File: src/lsu_defs.svh
// Load/store subsystem parameters
// Widths, queue depth, PMP region count and register map
`ifndef LSU_DEFS_SVH
`define LSU_DEFS_SVH

// Data path
`define LSU_XLEN 32
`define LSU_FIFO_DEPTH 4
`define LSU_CREDIT_W 3

// PMP
`define LSU_NUM_REGIONS 4

// Register map
`define LSU_CSR_ADDR_W 6
`define LSU_CSR_REGION_STRIDE 4
`define LSU_CSR_BASE_OFS 0
`define LSU_CSR_TOP_OFS 1
`define LSU_CSR_PERM_OFS 2
`define LSU_CSR_PRIV 32
`define LSU_CSR_LOADS 33
`define LSU_CSR_STORES 34
`define LSU_CSR_FAULTS 35

`endif

File: src/lsu_pkg.sv
// Load/store subsystem types
// Opcodes, sizes, errors, FSM states and the request/response structs
`default_nettype none

`include "lsu_defs.svh"

package lsu_pkg;

  typedef enum logic {
    LSU_LOAD  = 1'b0,
    LSU_STORE = 1'b1
  } lsu_op_e;

  // Same size encoding as the core data type
  typedef enum logic [1:0] {
    SIZE_WORD = 2'd0,
    SIZE_HALF = 2'd1,
    SIZE_BYTE = 2'd2
  } lsu_size_e;

  typedef enum logic {
    PRIV_U = 1'b0,
    PRIV_M = 1'b1
  } priv_lvl_e;

  typedef enum logic [1:0] {
    ERR_NONE       = 2'd0,
    ERR_MISALIGNED = 2'd1,
    ERR_PMP        = 2'd2,
    ERR_BUS        = 2'd3
  } rsp_err_e;

  typedef enum logic [1:0] {
    ST_IDLE        = 2'd0,
    ST_WAIT_GNT    = 2'd1,
    ST_WAIT_RVALID = 2'd2,
    ST_RESPOND     = 2'd3
  } lsu_state_e;

  typedef struct packed {
    lsu_op_e                op;
    lsu_size_e              size;
    logic                   sign_ext;
    logic [`LSU_XLEN-1:0]   addr;
    logic [`LSU_XLEN-1:0]   wdata;
  } lsu_req_t;

  typedef struct packed {
    logic [`LSU_XLEN-1:0] rdata;
    rsp_err_e             err;
  } lsu_rsp_t;

  // Region covers base <= addr < top
  typedef struct packed {
    logic [`LSU_XLEN-1:0] base;
    logic [`LSU_XLEN-1:0] top;
    logic                 read;
    logic                 write;
  } pmp_region_t;

  typedef struct packed {
    logic load_gnt;
    logic store_gnt;
    logic pmp_fault;
  } perf_evt_t;

endpackage

`default_nettype wire

File: src/lsu_req_fifo.sv
// Request queue in front of the load/store unit
// Circular buffer that returns one credit per popped entry
`timescale 1ns/10ps
`default_nettype none

`include "lsu_defs.svh"

module lsu_req_fifo import lsu_pkg::*; (
  input  logic     clk,
  input  logic     rst_ni,
  input  logic     push_i,
  input  lsu_req_t push_data_i,
  input  logic     pop_i,
  output logic     head_valid_o,
  output lsu_req_t head_o,
  output logic     credit_o
);

  localparam int unsigned PTR_W = $clog2(`LSU_FIFO_DEPTH);

  lsu_req_t                 mem_q [`LSU_FIFO_DEPTH];
  logic [PTR_W-1:0]         wr_ptr_q;
  logic [PTR_W-1:0]         rd_ptr_q;
  logic [`LSU_CREDIT_W-1:0] count_q;
  logic                     full;
  logic                     credit_q;

  assign full         = (count_q == `LSU_CREDIT_W'(`LSU_FIFO_DEPTH));
  assign head_valid_o = (count_q != '0);
  assign head_o       = mem_q[rd_ptr_q];
  assign credit_o     = credit_q;

  always_ff @(posedge clk or negedge rst_ni) begin
    if (!rst_ni) begin
      wr_ptr_q <= '0;
      rd_ptr_q <= '0;
      count_q  <= '0;
      credit_q <= 1'b0;
    end else begin
      if (push_i) begin
        wr_ptr_q <= (wr_ptr_q == PTR_W'(`LSU_FIFO_DEPTH - 1)) ? '0 : wr_ptr_q + 1'b1;
      end
      if (pop_i) begin
        rd_ptr_q <= (rd_ptr_q == PTR_W'(`LSU_FIFO_DEPTH - 1)) ? '0 : rd_ptr_q + 1'b1;
      end
      count_q  <= count_q + `LSU_CREDIT_W'(push_i) - `LSU_CREDIT_W'(pop_i);
      // Credit goes back the cycle after the slot frees
      credit_q <= pop_i;
    end
  end

  always_ff @(posedge clk) begin
    if (push_i) begin
      mem_q[wr_ptr_q] <= push_data_i;
    end
  end

  // Upstream spent more credits than it was given
  assert property (@(posedge clk) disable iff (!rst_ni) !(push_i && full))
    else $error("request pushed into a full queue");

  assert property (@(posedge clk) disable iff (!rst_ni) !(pop_i && !head_valid_o))
    else $error("pop from an empty queue");

endmodule

`default_nettype wire

File: src/lsu_csr_regs.sv
// Register block for the load/store subsystem
// PMP regions, privilege level and load/store/fault counters
`timescale 1ns/10ps
`default_nettype none

`include "lsu_defs.svh"

module lsu_csr_regs import lsu_pkg::*; (
  input  logic                               clk,
  input  logic                               rst_ni,
  input  logic                               cfg_we_i,
  input  logic [`LSU_CSR_ADDR_W-1:0]         cfg_addr_i,
  input  logic [`LSU_XLEN-1:0]               cfg_wdata_i,
  input  perf_evt_t                          perf_evt_i,
  output logic [`LSU_XLEN-1:0]               cfg_rdata_o,
  output pmp_region_t [`LSU_NUM_REGIONS-1:0] regions_o,
  output priv_lvl_e                          priv_o
);

  localparam int unsigned AW      = `LSU_CSR_ADDR_W;
  localparam int unsigned NUM_CNT = 3;

  pmp_region_t [`LSU_NUM_REGIONS-1:0] regions_q;
  priv_lvl_e                          priv_q;
  logic [`LSU_XLEN-1:0]               cnt_q   [NUM_CNT];
  logic [NUM_CNT-1:0]                 cnt_evt;

  function automatic logic [AW-1:0] region_addr(int unsigned idx, int unsigned ofs);
    return AW'(idx * `LSU_CSR_REGION_STRIDE + ofs);
  endfunction

  // Counter index 0 loads, 1 stores, 2 PMP faults
  function automatic logic [AW-1:0] cnt_addr(int unsigned k);
    case (k)
      0:       return AW'(`LSU_CSR_LOADS);
      1:       return AW'(`LSU_CSR_STORES);
      default: return AW'(`LSU_CSR_FAULTS);
    endcase
  endfunction

  assign regions_o = regions_q;
  assign priv_o    = priv_q;

  assign cnt_evt = {perf_evt_i.pmp_fault, perf_evt_i.store_gnt, perf_evt_i.load_gnt};

  //////////////////////////////
  // PMP and privilege
  //////////////////////////////

  always_ff @(posedge clk or negedge rst_ni) begin
    if (!rst_ni) begin
      for (int i = 0; i < `LSU_NUM_REGIONS; i++) begin
        regions_q[i] <= '0;
      end
      priv_q <= PRIV_M;
    end else if (cfg_we_i) begin
      for (int i = 0; i < `LSU_NUM_REGIONS; i++) begin
        if (cfg_addr_i == region_addr(i, `LSU_CSR_BASE_OFS)) begin
          regions_q[i].base <= cfg_wdata_i;
        end
        if (cfg_addr_i == region_addr(i, `LSU_CSR_TOP_OFS)) begin
          regions_q[i].top <= cfg_wdata_i;
        end
        // Bit 0 read, bit 1 write
        if (cfg_addr_i == region_addr(i, `LSU_CSR_PERM_OFS)) begin
          regions_q[i].read  <= cfg_wdata_i[0];
          regions_q[i].write <= cfg_wdata_i[1];
        end
      end
      if (cfg_addr_i == AW'(`LSU_CSR_PRIV)) begin
        priv_q <= priv_lvl_e'(cfg_wdata_i[0]);
      end
    end
  end

  //////////////////////////////
  // Performance counters
  //////////////////////////////

  always_ff @(posedge clk or negedge rst_ni) begin
    if (!rst_ni) begin
      for (int k = 0; k < NUM_CNT; k++) begin
        cnt_q[k] <= '0;
      end
    end else begin
      for (int k = 0; k < NUM_CNT; k++) begin
        // Host write beats a same-cycle event
        if (cfg_we_i && cfg_addr_i == cnt_addr(k)) begin
          cnt_q[k] <= cfg_wdata_i;
        end else if (cnt_evt[k]) begin
          cnt_q[k] <= cnt_q[k] + 1'b1;
        end
      end
    end
  end

  // Read mux, unmapped addresses give 0
  always_comb begin
    cfg_rdata_o = '0;
    for (int i = 0; i < `LSU_NUM_REGIONS; i++) begin
      if (cfg_addr_i == region_addr(i, `LSU_CSR_BASE_OFS)) begin
        cfg_rdata_o = regions_q[i].base;
      end
      if (cfg_addr_i == region_addr(i, `LSU_CSR_TOP_OFS)) begin
        cfg_rdata_o = regions_q[i].top;
      end
      if (cfg_addr_i == region_addr(i, `LSU_CSR_PERM_OFS)) begin
        cfg_rdata_o = {{(`LSU_XLEN-2){1'b0}}, regions_q[i].write, regions_q[i].read};
      end
    end
    if (cfg_addr_i == AW'(`LSU_CSR_PRIV)) begin
      cfg_rdata_o = {{(`LSU_XLEN-1){1'b0}}, priv_q};
    end
    for (int k = 0; k < NUM_CNT; k++) begin
      if (cfg_addr_i == cnt_addr(k)) begin
        cfg_rdata_o = cnt_q[k];
      end
    end
  end

endmodule

`default_nettype wire

File: src/pmp_checker.sv
// Physical memory protection check for the data access
// Lowest matching base/top region decides in user mode
`timescale 1ns/10ps
`default_nettype none

`include "lsu_defs.svh"

module pmp_checker import lsu_pkg::*; (
  input  logic [`LSU_XLEN-1:0]               addr_i,
  input  lsu_op_e                            op_i,
  input  pmp_region_t [`LSU_NUM_REGIONS-1:0] regions_i,
  input  priv_lvl_e                          priv_i,
  output logic                               allowed_o
);

  logic [`LSU_NUM_REGIONS-1:0] region_hit;
  logic [`LSU_NUM_REGIONS-1:0] region_perm;
  logic                        matched;
  logic                        perm_ok;

  // Per-region range match and permission for this op
  for (genvar i = 0; i < `LSU_NUM_REGIONS; i++) begin : g_region
    assign region_hit[i]  = (addr_i >= regions_i[i].base) && (addr_i < regions_i[i].top);
    assign region_perm[i] = (op_i == LSU_LOAD) ? regions_i[i].read : regions_i[i].write;
  end

  // First hit from index 0 wins
  always_comb begin
    matched = 1'b0;
    perm_ok = 1'b0;
    for (int i = 0; i < `LSU_NUM_REGIONS; i++) begin
      if (!matched && region_hit[i]) begin
        matched = 1'b1;
        perm_ok = region_perm[i];
      end
    end
  end

  // Machine mode bypasses the regions
  assign allowed_o = (priv_i == PRIV_M) || (matched && perm_ok);

endmodule

`default_nettype wire

File: src/load_store_unit.sv
// Load/store unit on the req/gnt/rvalid/err data bus
// Aligns byte lanes, extends load data and reports access errors
`timescale 1ns/10ps
`default_nettype none

`include "lsu_defs.svh"

module load_store_unit import lsu_pkg::*; (
  input  logic                       clk,
  input  logic                       rst_ni,
  input  logic                       head_valid_i,
  input  lsu_req_t                   head_i,
  input  logic                       allowed_i,
  input  logic                       data_gnt_i,
  input  logic                       data_rvalid_i,
  input  logic [`LSU_XLEN-1:0]       data_rdata_i,
  input  logic                       data_err_i,
  output logic                       pop_o,
  output logic [`LSU_XLEN-1:0]       chk_addr_o,
  output lsu_op_e                    chk_op_o,
  output logic                       data_req_o,
  output logic [`LSU_XLEN-1:0]       data_addr_o,
  output logic                       data_we_o,
  output logic [`LSU_XLEN/8-1:0]     data_be_o,
  output logic [`LSU_XLEN-1:0]       data_wdata_o,
  output logic                       rsp_valid_o,
  output lsu_rsp_t                   rsp_o,
  output perf_evt_t                  perf_evt_o
);

  localparam int unsigned BE_W  = `LSU_XLEN / 8;
  localparam int unsigned OFS_W = $clog2(BE_W);

  lsu_state_e            state_q;
  lsu_state_e            state_d;
  lsu_req_t              req_q;
  lsu_rsp_t              rsp_q;
  logic                  misaligned;
  rsp_err_e              early_err;
  logic [OFS_W-1:0]      offset;
  logic [BE_W-1:0]       be_base;
  logic [`LSU_XLEN-1:0]  rdata_shift;
  logic [`LSU_XLEN-1:0]  load_data;

  // The head is checked while it waits
  assign chk_addr_o = head_i.addr;
  assign chk_op_o   = head_i.op;

  always_comb begin
    case (head_i.size)
      SIZE_WORD: misaligned = |head_i.addr[OFS_W-1:0];
      SIZE_HALF: misaligned = head_i.addr[0];
      default:   misaligned = 1'b0;
    endcase
  end

  // Misalignment takes priority over PMP
  assign early_err = misaligned ? ERR_MISALIGNED : (allowed_i ? ERR_NONE : ERR_PMP);
  assign pop_o     = (state_q == ST_IDLE) && head_valid_i;

  //////////////////////////////
  // FSM
  //////////////////////////////

  always_comb begin
    state_d = state_q;
    case (state_q)
      ST_IDLE: begin
        if (pop_o) begin
          state_d = (early_err != ERR_NONE) ? ST_RESPOND : ST_WAIT_GNT;
        end
      end
      ST_WAIT_GNT: begin
        if (data_gnt_i) begin
          state_d = ST_WAIT_RVALID;
        end
      end
      ST_WAIT_RVALID: begin
        if (data_rvalid_i) begin
          state_d = ST_RESPOND;
        end
      end
      default: state_d = ST_IDLE;
    endcase
  end

  always_ff @(posedge clk or negedge rst_ni) begin
    if (!rst_ni) begin
      state_q <= ST_IDLE;
    end else begin
      state_q <= state_d;
    end
  end

  //////////////////////////////
  // Bus side
  //////////////////////////////

  assign offset = req_q.addr[OFS_W-1:0];

  always_comb begin
    case (req_q.size)
      SIZE_WORD: be_base = '1;
      SIZE_HALF: be_base = BE_W'(2'b11);
      default:   be_base = BE_W'(1'b1);
    endcase
  end

  assign data_req_o   = (state_q == ST_WAIT_GNT);
  assign data_addr_o  = {req_q.addr[`LSU_XLEN-1:OFS_W], {OFS_W{1'b0}}};
  assign data_we_o    = (req_q.op == LSU_STORE);
  assign data_be_o    = be_base << offset;
  assign data_wdata_o = req_q.wdata << {offset, 3'b000};

  // Bring the addressed lanes down to bit 0, then extend
  assign rdata_shift = data_rdata_i >> {offset, 3'b000};

  always_comb begin
    case (req_q.size)
      SIZE_WORD: load_data = rdata_shift;
      SIZE_HALF: load_data = {{(`LSU_XLEN-16){req_q.sign_ext & rdata_shift[15]}},
                              rdata_shift[15:0]};
      default:   load_data = {{(`LSU_XLEN-8){req_q.sign_ext & rdata_shift[7]}},
                              rdata_shift[7:0]};
    endcase
  end

  // Request and response payload
  always_ff @(posedge clk) begin
    if (pop_o) begin
      req_q       <= head_i;
      rsp_q.rdata <= '0;
      rsp_q.err   <= early_err;
    end else if (state_q == ST_WAIT_RVALID && data_rvalid_i) begin
      rsp_q.rdata <= (data_err_i || req_q.op == LSU_STORE) ? '0 : load_data;
      rsp_q.err   <= data_err_i ? ERR_BUS : ERR_NONE;
    end
  end

  assign rsp_valid_o = (state_q == ST_RESPOND);
  assign rsp_o       = rsp_q;

  assign perf_evt_o = '{
    load_gnt:  data_req_o & data_gnt_i & ~data_we_o,
    store_gnt: data_req_o & data_gnt_i & data_we_o,
    pmp_fault: pop_o & (early_err == ERR_PMP)
  };

  // Bus request must hold until granted
  assert property (@(posedge clk) disable iff (!rst_ni)
    data_req_o && !data_gnt_i |=> data_req_o && $stable(data_addr_o) &&
      $stable(data_we_o) && $stable(data_be_o) && $stable(data_wdata_o))
    else $error("data request changed before grant");

endmodule

`default_nettype wire

File: src/lsu_top.sv
// Standalone load/store subsystem
// Request queue, load/store unit, PMP check and register block
`timescale 1ns/10ps
`default_nettype none

`include "lsu_defs.svh"

module lsu_top import lsu_pkg::*; (
  input  logic                       clk,
  input  logic                       rst_ni,
  // Request side
  input  logic                       req_valid_i,
  input  lsu_req_t                   req_i,
  output logic                       credit_o,
  // Register port
  input  logic                       cfg_we_i,
  input  logic [`LSU_CSR_ADDR_W-1:0] cfg_addr_i,
  input  logic [`LSU_XLEN-1:0]       cfg_wdata_i,
  output logic [`LSU_XLEN-1:0]       cfg_rdata_o,
  // Data bus
  output logic                       data_req_o,
  input  logic                       data_gnt_i,
  input  logic                       data_rvalid_i,
  output logic [`LSU_XLEN-1:0]       data_addr_o,
  output logic                       data_we_o,
  output logic [`LSU_XLEN/8-1:0]     data_be_o,
  output logic [`LSU_XLEN-1:0]       data_wdata_o,
  input  logic [`LSU_XLEN-1:0]       data_rdata_i,
  input  logic                       data_err_i,
  // Response side
  output logic                       rsp_valid_o,
  output lsu_rsp_t                   rsp_o
);

  logic                               head_valid;
  lsu_req_t                           head;
  logic                               pop;
  logic [`LSU_XLEN-1:0]               chk_addr;
  lsu_op_e                            chk_op;
  logic                               allowed;
  pmp_region_t [`LSU_NUM_REGIONS-1:0] regions;
  priv_lvl_e                          priv;
  perf_evt_t                          perf_evt;

  lsu_req_fifo u_req_fifo (
    .clk          (clk),
    .rst_ni       (rst_ni),
    .push_i       (req_valid_i),
    .push_data_i  (req_i),
    .pop_i        (pop),
    .head_valid_o (head_valid),
    .head_o       (head),
    .credit_o     (credit_o)
  );

  lsu_csr_regs u_csr_regs (
    .clk         (clk),
    .rst_ni      (rst_ni),
    .cfg_we_i    (cfg_we_i),
    .cfg_addr_i  (cfg_addr_i),
    .cfg_wdata_i (cfg_wdata_i),
    .perf_evt_i  (perf_evt),
    .cfg_rdata_o (cfg_rdata_o),
    .regions_o   (regions),
    .priv_o      (priv)
  );

  pmp_checker u_pmp_checker (
    .addr_i    (chk_addr),
    .op_i      (chk_op),
    .regions_i (regions),
    .priv_i    (priv),
    .allowed_o (allowed)
  );

  load_store_unit u_lsu (
    .clk           (clk),
    .rst_ni        (rst_ni),
    .head_valid_i  (head_valid),
    .head_i        (head),
    .allowed_i     (allowed),
    .data_gnt_i    (data_gnt_i),
    .data_rvalid_i (data_rvalid_i),
    .data_rdata_i  (data_rdata_i),
    .data_err_i    (data_err_i),
    .pop_o         (pop),
    .chk_addr_o    (chk_addr),
    .chk_op_o      (chk_op),
    .data_req_o    (data_req_o),
    .data_addr_o   (data_addr_o),
    .data_we_o     (data_we_o),
    .data_be_o     (data_be_o),
    .data_wdata_o  (data_wdata_o),
    .rsp_valid_o   (rsp_valid_o),
    .rsp_o         (rsp_o),
    .perf_evt_o    (perf_evt)
  );

endmodule

`default_nettype wire

File: config.mk
export PLATFORM = sky130hd
export DESIGN_NAME = lsu_top
export DESIGN_NICKNAME = d
export VERILOG_FILES = /design/src/lsu_pkg.sv /design/src/lsu_req_fifo.sv /design/src/lsu_csr_regs.sv /design/src/pmp_checker.sv /design/src/load_store_unit.sv /design/src/lsu_top.sv
export VERILOG_INCLUDE_DIRS = /design/src /design/src/src
export SDC_FILE = /design/constraint.sdc
export NUM_CORES = 1
export LEC_CHECK = 0
export BUFFER_PORTS_ARGS = -buffer_cell sky130_fd_sc_hd__buf_2
export CORE_MARGIN = 4
export CORE_UTILIZATION = 40
export DETAILED_ROUTE_END_ITERATION = 8
export PLACE_DENSITY = 0.64
export SLEW_MARGIN = 40
export SYNTH_ARGS = -nofsm -noshare
export SYNTH_HDL_FRONTEND = slang
export SYNTH_SLANG_ARGS = --single-unit
File: constraint.sdc
create_clock -name clk -period 4.6 [get_ports clk]
set_input_delay 1.15 -clock clk [delete_from_list [all_inputs] [get_ports clk]]
set_output_delay 1.15 -clock clk [all_outputs]
set_load 0.02 [all_outputs]
Word-level counts from Yosys, hierarchy flattened

Memory sizes are Yosys's and may differ from the RTL's.
Cells that the tools add are included.

Flip-flop bits (word level): 473
Bits in writable memories: 272
Output and inout port bits: 138
Word-level logic and storage cells: 179
Memories kept: 1

Memories:

| memory           | depth | bits a word | read ports | clocked after memory_dff | write ports | RTL line           | source |
|---|---|---|---|---|---|---|---|
| u_req_fifo.mem_q | 4     | 68          | 1          | 0                        | 1           | lsu_req_fifo.sv:21 | `` lsu_req_t mem_q [`LSU_FIFO_DEPTH]; `` |

$add $sub $neg: 7
Order comparisons: 8
Equal/unequal tests: 26
Shifts and indexed selects: 3
Mux-type cells: 52
Bitwise operators: 7
Reductions and logical operators: 43

Operators with widths:

| cell                                          | number |
|---|---|
| two-way mux 32 bit                            | 23 |
| greater-or-equal comparator 32 bit            | 4 |
| less-than comparator 32 bit                   | 4 |
| adder 32 x 1 -> 32 bit, second input constant | 3 |
| one-hot mux 32 bit (2 select lines)           | 1 |
| == test 6 x 4 -> 1 bit, second input constant | 6 |
| << shifter 32 x 5 -> 32 bit                   | 1 |
| right shift 32 x 5 -> 32 bit                  | 1 |
| AND reduction 2 bit                           | 13 |
| == test 6 bit, second input constant          | 4 |
| two-way mux 2 bit                             | 11 |
| == test 6 x 3 -> 1 bit, second input constant | 3 |
| two-way mux 1 bit                             | 14 |
| logical AND 1 bit                             | 13 |
| == test 2 bit, second input constant          | 5 |
| nonzero test 2 bit                            | 5 |
| one-hot mux 4 bit (2 select lines)            | 1 |
| AND 1 bit                                     | 6 |
| == test 2 x 1 -> 1 bit, second input constant | 3 |
| == test 6 x 1 -> 1 bit, second input constant | 1 |
| == test 6 x 2 -> 1 bit, second input constant | 1 |
| zero test 2 bit                               | 3 |
| zero test 6 bit                               | 1 |
| one-hot mux 2 bit (3 select lines)            | 1 |
| other kinds (13)                              | 18 |

Depth between registers and ports, before layout

An unclocked memory read counts as a cell.

Word-level depth: 21
Depth in mapped cells: 18
Depth with buffers taken out: 13

Cells and area by module

A second synthesis with hierarchy kept.

Cell total of the unflattened synthesis: 3,489
Area total of the unflattened synthesis: 41,046.9 µm²

By module, submodules not included:

| module          | times used | cells each | area each (µm²) | sequential area each (µm²) |
|---|---|---|---|---|
| lsu_csr_regs    | 1          | 1,774      | 19,322.3        | 9,034.9 |
| lsu_req_fifo    | 1          | 392        | 10,321.1        | 8,368.0 |
| pmp_checker     | 1          | 876        | 6,351.1         | 0.0 |
| load_store_unit | 1          | 447        | 5,052.3         | 2,792.7 |

Worst setup path after synthesis

No wires, ideal clock.

Kind: register -> register
Start: register u_req_fifo.rd_ptr_q[0]
End: register u_csr_regs.cnt_q[14] (netlist name)
Library setup time: 0.082 ns
Data arrival time: 5.015 ns
Required time: 4.518 ns
Slack: -0.497 ns
Cell stages (with the launch flop): 17
Clock period less this slack: 5.097 ns
Cells stage by stage: dfrtp_1 -> buf_6 -> clkbuf_1 -> buf_1 -> mux4_2 -> ha_1 -> o21ai_0 -> a21oi_1 -> a2111oi_0 -> a31oi_1 -> or4_1 -> o22a_1 -> a211oi_4 -> o21ai_2 -> buf_6 -> or4_1 -> a31oi_1

Cells in the longest elaborated chain, start to end: 20
Elaborated cells on any way between the ends: 42

Ends and longest elaborated chain:

| item                                                                                     | RTL line               | source |
|---|---|---|
| start: declaration                                                                       | lsu_req_fifo.sv:23     | `logic [PTR_W-1:0] rd_ptr_q;` |
| start signal: assignment                                                                 | lsu_req_fifo.sv:44     | `` rd_ptr_q <= (rd_ptr_q == PTR_W'(`LSU_FIFO_DEPTH - 1)) ? '0 : rd_ptr_q + 1'b1; `` |
| memory (4 x 68 bit) *                                                                    | n/a                    |  |
| net chk_addr[14]                                                                         | lsu_top.sv:38          | `` logic [`LSU_XLEN-1:0] chk_addr; `` |
| greater-or-equal comparator 32 bit / less-than comparator 32 bit (equally long branches) | pmp_checker.sv:23      | `assign region_hit[i] = (addr_i >= regions_i[i].base) && (addr_i < regions_i[i].top);` |
| logical AND 1 bit                                                                        | pmp_checker.sv:23      |  |
| two-way mux 1 bit                                                                        | pmp_checker.sv:32      | `if (!matched && region_hit[i]) begin` |
| zero test 1 bit                                                                          | pmp_checker.sv:32      |  |
| logical AND 1 bit                                                                        | pmp_checker.sv:32      |  |
| two-way mux 1 bit                                                                        | pmp_checker.sv:32      |  |
| [... 4 more ...]                                                                         | n/a                    |  |
| logical AND 1 bit                                                                        | pmp_checker.sv:32      |  |
| two-way mux 1 bit                                                                        | pmp_checker.sv:32      |  |
| logical AND 1 bit *                                                                      | pmp_checker.sv:40      | `assign allowed_o = (priv_i == PRIV_M) \|\| (matched && perm_ok);` |
| logical OR 1 bit *                                                                       | pmp_checker.sv:40      |  |
| two-way mux 2 bit * (2 in series)                                                        | load_store_unit.sv:58  | `assign early_err = misaligned ? ERR_MISALIGNED : (allowed_i ? ERR_NONE : ERR_PMP);` |
| == test 2 bit *                                                                          | load_store_unit.sv:146 | `pmp_fault: pop_o & (early_err == ERR_PMP)` |
| AND 1 bit *                                                                              | load_store_unit.sv:146 |  |
| nonzero test 2 bit (no source line) *                                                    | n/a                    |  |
| end signal: indexed assignment                                                           | lsu_csr_regs.sv:89     | `cnt_q[k] <= cfg_wdata_i;` |
| end signal: indexed assignment                                                           | lsu_csr_regs.sv:91     | `cnt_q[k] <= cnt_q[k] + 1'b1;` |
| end: declaration                                                                         | lsu_csr_regs.sv:25     | `` logic [`LSU_XLEN-1:0] cnt_q [NUM_CNT]; `` |

The timed path passes the listed nets; every way through them passes the cells marked *.
A chain may end at the register's enable or synchronous reset.

Final worst setup path

Start: register u_req_fifo.rd_ptr_q[0]
End: register u_csr_regs.cnt_q[8] (netlist name)

Same word-level chain as after synthesis.

==> flow_summary.yaml <==
outcome:
  status: "finished with violations"
  violations: "negative setup slack"
logic_synthesis:
  ys.flop_type: "dfrtp_1"
  synth_cell_types: 73
  syn_area_mm2: 0.0387
  yosys_warnings: 0
  synth_seq_cells: 745
  synth_edf_count: 342
  postSynth.asyncResetShare_pct: 49.8
  avgSynthCellArea_um2: 11.8
  synthCells: 3273
  seq_area_frac_synth_pct: 52.2
grt:
  antenna_found_initial: 21
  use_met2_pct: 38.1
  grtUsageMet1_pct: 33.1
  gr-usage-met3_pct: 3.59
  grt_pass1_wl_um: 184000
  grt_pass1_vias: 27700
  grt_max_degree: 110
  grt.total_usage_pct: 23.9
  gr-total-overflow: 0
  busiest_layer: "met2"
floorplanning:
  die_w_um: 319
  row_count: 113
  dieArea_mm2: 0.102
  die_h_um: 319
  core_area_mm2: 0.0956
  pin_count: 283
  initial_core_util_pct: 40.5
detailed_routing:
  drt_first_pass_iters: 6
  drt-total-wl_um: 125000
  num_vias: 28400
  viasPerCell: 5.68
  routedWlPerCell_um: 24.9
  antenna_left: 0
  drc: 0
  first_iter_violations: 2771
timing:
  fin_crit_ns: 4.64
  relSlewSlack_pct: 50.6
  setup_tns_ns: -0.336
  tightest_slew_ns: 0.738
  clock-skew-final_ns: 0.0317
  drv_slew: 0
  timing.fmax_ghz: 0.215
  fin_ws_ns: -0.0411
  period_share_pct: 101
  final-setup-viol-count: 14
  timing.final.hold_violations: 0
  rsz0062_at_grt: "true"
clock_tree:
  ctsLongestPathBuffers: 3
  path_clk_slew_ns: 0.06
  cts_max_level: 3
  root_buffer: "clkbuf_16"
  hold_buffers: 0
  cts_sinks: 745
  cts_inserted_buffers: 83
  clkLatencyLatePin_ns: 0.65
  cts_tree: "built"
cells_and_area:
  area_delta_synth_final_pct: 19.4
  fin_nets: 4070
  nFillCells: 8651
  drive_above_1_share_pct: 28.2
critical_path:
  critPathArrivalTime_ns: 5.21
  crit_path_start: "u_req_fifo.rd_ptr_q[0]"
  endpoint: "u_csr_regs.cnt_q[8]"
  critPathMaxFanout: 36
  reg2reg_depth: 16
  worstPathRequired_ns: 5.17
  crit_type: "reg -> reg"
  r2r_start: "u_req_fifo.rd_ptr_q[0]"
  critPathCaptureType: "flop"
  r2r-end: "u_csr_regs.cnt_q[8]"
  r2r_slack_ns: -0.04
  startpoint_type: "flop"
flow_run:
  cap_violations: 0
placed_design:
  gp_congestion: 0.943
  port_buffers: 280
  hpwl_um: 92000
power_and_ir_drop:
  power_density_mw_per_mm2: 609
  total_power_mw: 28.1
  p_leak_nw: 19.3
  ir_worst_vdd_v: 0.000320
worst_hold_path:
  hp-class: "reg -> reg"
==> power breakdown <==
part	internal (mW)	switching (mW)	leakage, nW
registers	8.58	1.04	8.19
logic	4.74	6.58	9.64
clock network	4.37	2.84	1.42
==> cells by family after synthesis <==
family / after synthesis / synth area share, %
DFF: 745 / 52.2
and+or+nand+nor: 681 / 8.43
AOI/OAI and AO/OA: 623 / 10.6
buffers and inverters: 480 / 5.01
muxes: 406 / 13.6
adders and majority gates: 268 / 8.68
xor gates and xnor gates: 69 / 1.56
other: 1 / 0.00968
==> registers in the layout (all words and copies together), names as in the netlist <==
signal,count
u_csr_regs.regions_o,264
u_lsu.rsp_o,34
u_req_fifo.mem_q,272
u_lsu.data_we_o,1
u_req_fifo.credit_o,1
u_lsu.state_q,2
u_req_fifo.rd_ptr_q,2
u_lsu.req_q,35
u_lsu.offset,2
u_lsu.data_addr_o,30
u_csr_regs.priv_o,1
u_csr_regs.cnt_q,96
u_req_fifo.count_q,3
u_req_fifo.wr_ptr_q,2
==> placed cells by master (no fill, tap or decap), drive strengths merged, types with 14 or more instances in the layout <==
| cell | synthesis | final |
|---|---|---|
| a211oi | 26 | 26 |
| a21o | 23 | 23 |
| a21oi | 178 | 178 |
| a221oi | 51 | 51 |
| a222oi | 20 | 20 |
| a22o | 32 | 32 |
| a31oi | 33 | 33 |
| and2 | 15 | 15 |
| and3 | 21 | 21 |
| and4 | 18 | 18 |
| buf | 80 | 495 |
| bufinv | 0 | 15 |
| clkbuf | 119 | 111 |
| clkinv | 0 | 14 |
| dfrtp | 370 | 370 |
| dfxtp | 32 | 32 |
| edfxtp | 342 | 342 |
| ha | 267 | 267 |
| inv | 281 | 288 |
| mux2 | 283 | 283 |
| mux2i | 56 | 56 |
| mux4 | 67 | 67 |
| nand2 | 220 | 220 |
| nand3 | 76 | 76 |
| nand4 | 54 | 54 |
| nor2 | 164 | 164 |
| nor2b | 31 | 31 |
| nor3 | 20 | 20 |
| o211ai | 18 | 18 |
| o21ai | 141 | 141 |
| o31ai | 17 | 17 |
| or3 | 16 | 16 |
| or4 | 17 | 17 |
| xnor2 | 29 | 29 |
| xor2 | 40 | 40 |
==> routing by layer <==
metal,vias to the layer above,wire length (um)
li1,12900,-
met1,14300,53100
met2,1030,58300
met3,238,8280
met4,10,4910
met5,-,64
==> worst min path at each step <==
stage	start	endpoint	slack, ns	cells past startpoint
2_1_floorplan	u_req_fifo.count_q[2]	u_req_fifo.count_q[2]	0.45	1
3_3_place_gp	u_lsu.rsp_o[29]	u_lsu.rsp_o[29]	0.44	2
3_5_place_dp	u_lsu.rsp_o[31]	u_lsu.rsp_o[31]	0.45	2
4_1_cts	u_lsu.rsp_o[31]	u_lsu.rsp_o[31]	0.46	2
5_1_grt	u_lsu.rsp_o[12]	u_lsu.rsp_o[12]	0.50	1
6_report	u_lsu.rsp_o[31]	u_lsu.rsp_o[31]	0.46	2
==> critical path: stages, from the launching register on <==
cell,delay [ns]
dfrtp_4,0.43
buf_12,0.16
buf_16,0.14
mux4_2,0.58
ha_1,0.34
a21oi_1,0.13
nor2_1,0.06
a211oi_1,0.29
o21ai_1,0.19
or4_4,0.56
o22a_1,0.26
a211oi_4,0.28
buf_6,0.17
o21ai_2,0.08
buf_12,0.18
or4_1,0.51
a31oi_1,0.17
==> final cells by class <==
class	count	area [um^2]	area share (%)
Clock buffer	110	2290	4.95
Tap cell	1265	1580	3.42
Clock inverter	43	653	1.41
Multi-Input combinational cell	2049	17000	36.7
Inverter	281	1060	2.29
Timing Repair Buffer	497	3420	7.41
Sequential cell	745	20200	43.7
Antenna cell	10	25.0	0.0541
==> per-stage QoR <==
stage          cells  area [um^2]  setup slack [ns]  hold WS (ns)  util [%]
3_5_place_dp    4816        42700            -0.226         0.446      44.7
5_1_grt         4994        46200            -0.204         0.497      48.3
4_1_cts         4973        45700           0.00713         0.462      47.8
3_3_place_gp    4810        42500            -0.178         0.436      44.5
6_report        5000        46200           -0.0411         0.456      48.4
2_1_floorplan   3274        38800            0.0256         0.447         -
==> synth_stat cells (all sizes together), types with 21 or more instances <==
cell | n | area [um^2]
and3 | 21 | 131
edfxtp | 342 | 10300
nor2b | 31 | 194
dfrtp | 370 | 9260
ha | 267 | 3340
dfxtp | 32 | 641
o21ai | 141 | 709
a31oi | 33 | 206
nor2 | 164 | 616
clkbuf | 119 | 447
a211oi | 26 | 208
nand2 | 220 | 826
a21oi | 178 | 891
a21o | 23 | 173
xor2 | 40 | 350
inv | 281 | 1050
nand3 | 76 | 380
a221oi | 51 | 447
mux2 | 283 | 3190
mux4 | 67 | 1510
a22o | 32 | 280
nand4 | 54 | 338
buf | 80 | 440
mux2i | 56 | 561
xnor2 | 29 | 254
==> repair_timing <==
action                                  in CTS  in global routing
cloned                                       0                  2
endpoints found under the hold margin        0                  0
endpoints found under the setup margin      28                 34
gates resized for setup                     17                 53
setup buffers                                4                 15
pin swaps                                    7                  9
No activity file was read; power rests on OpenSTA's default activity.
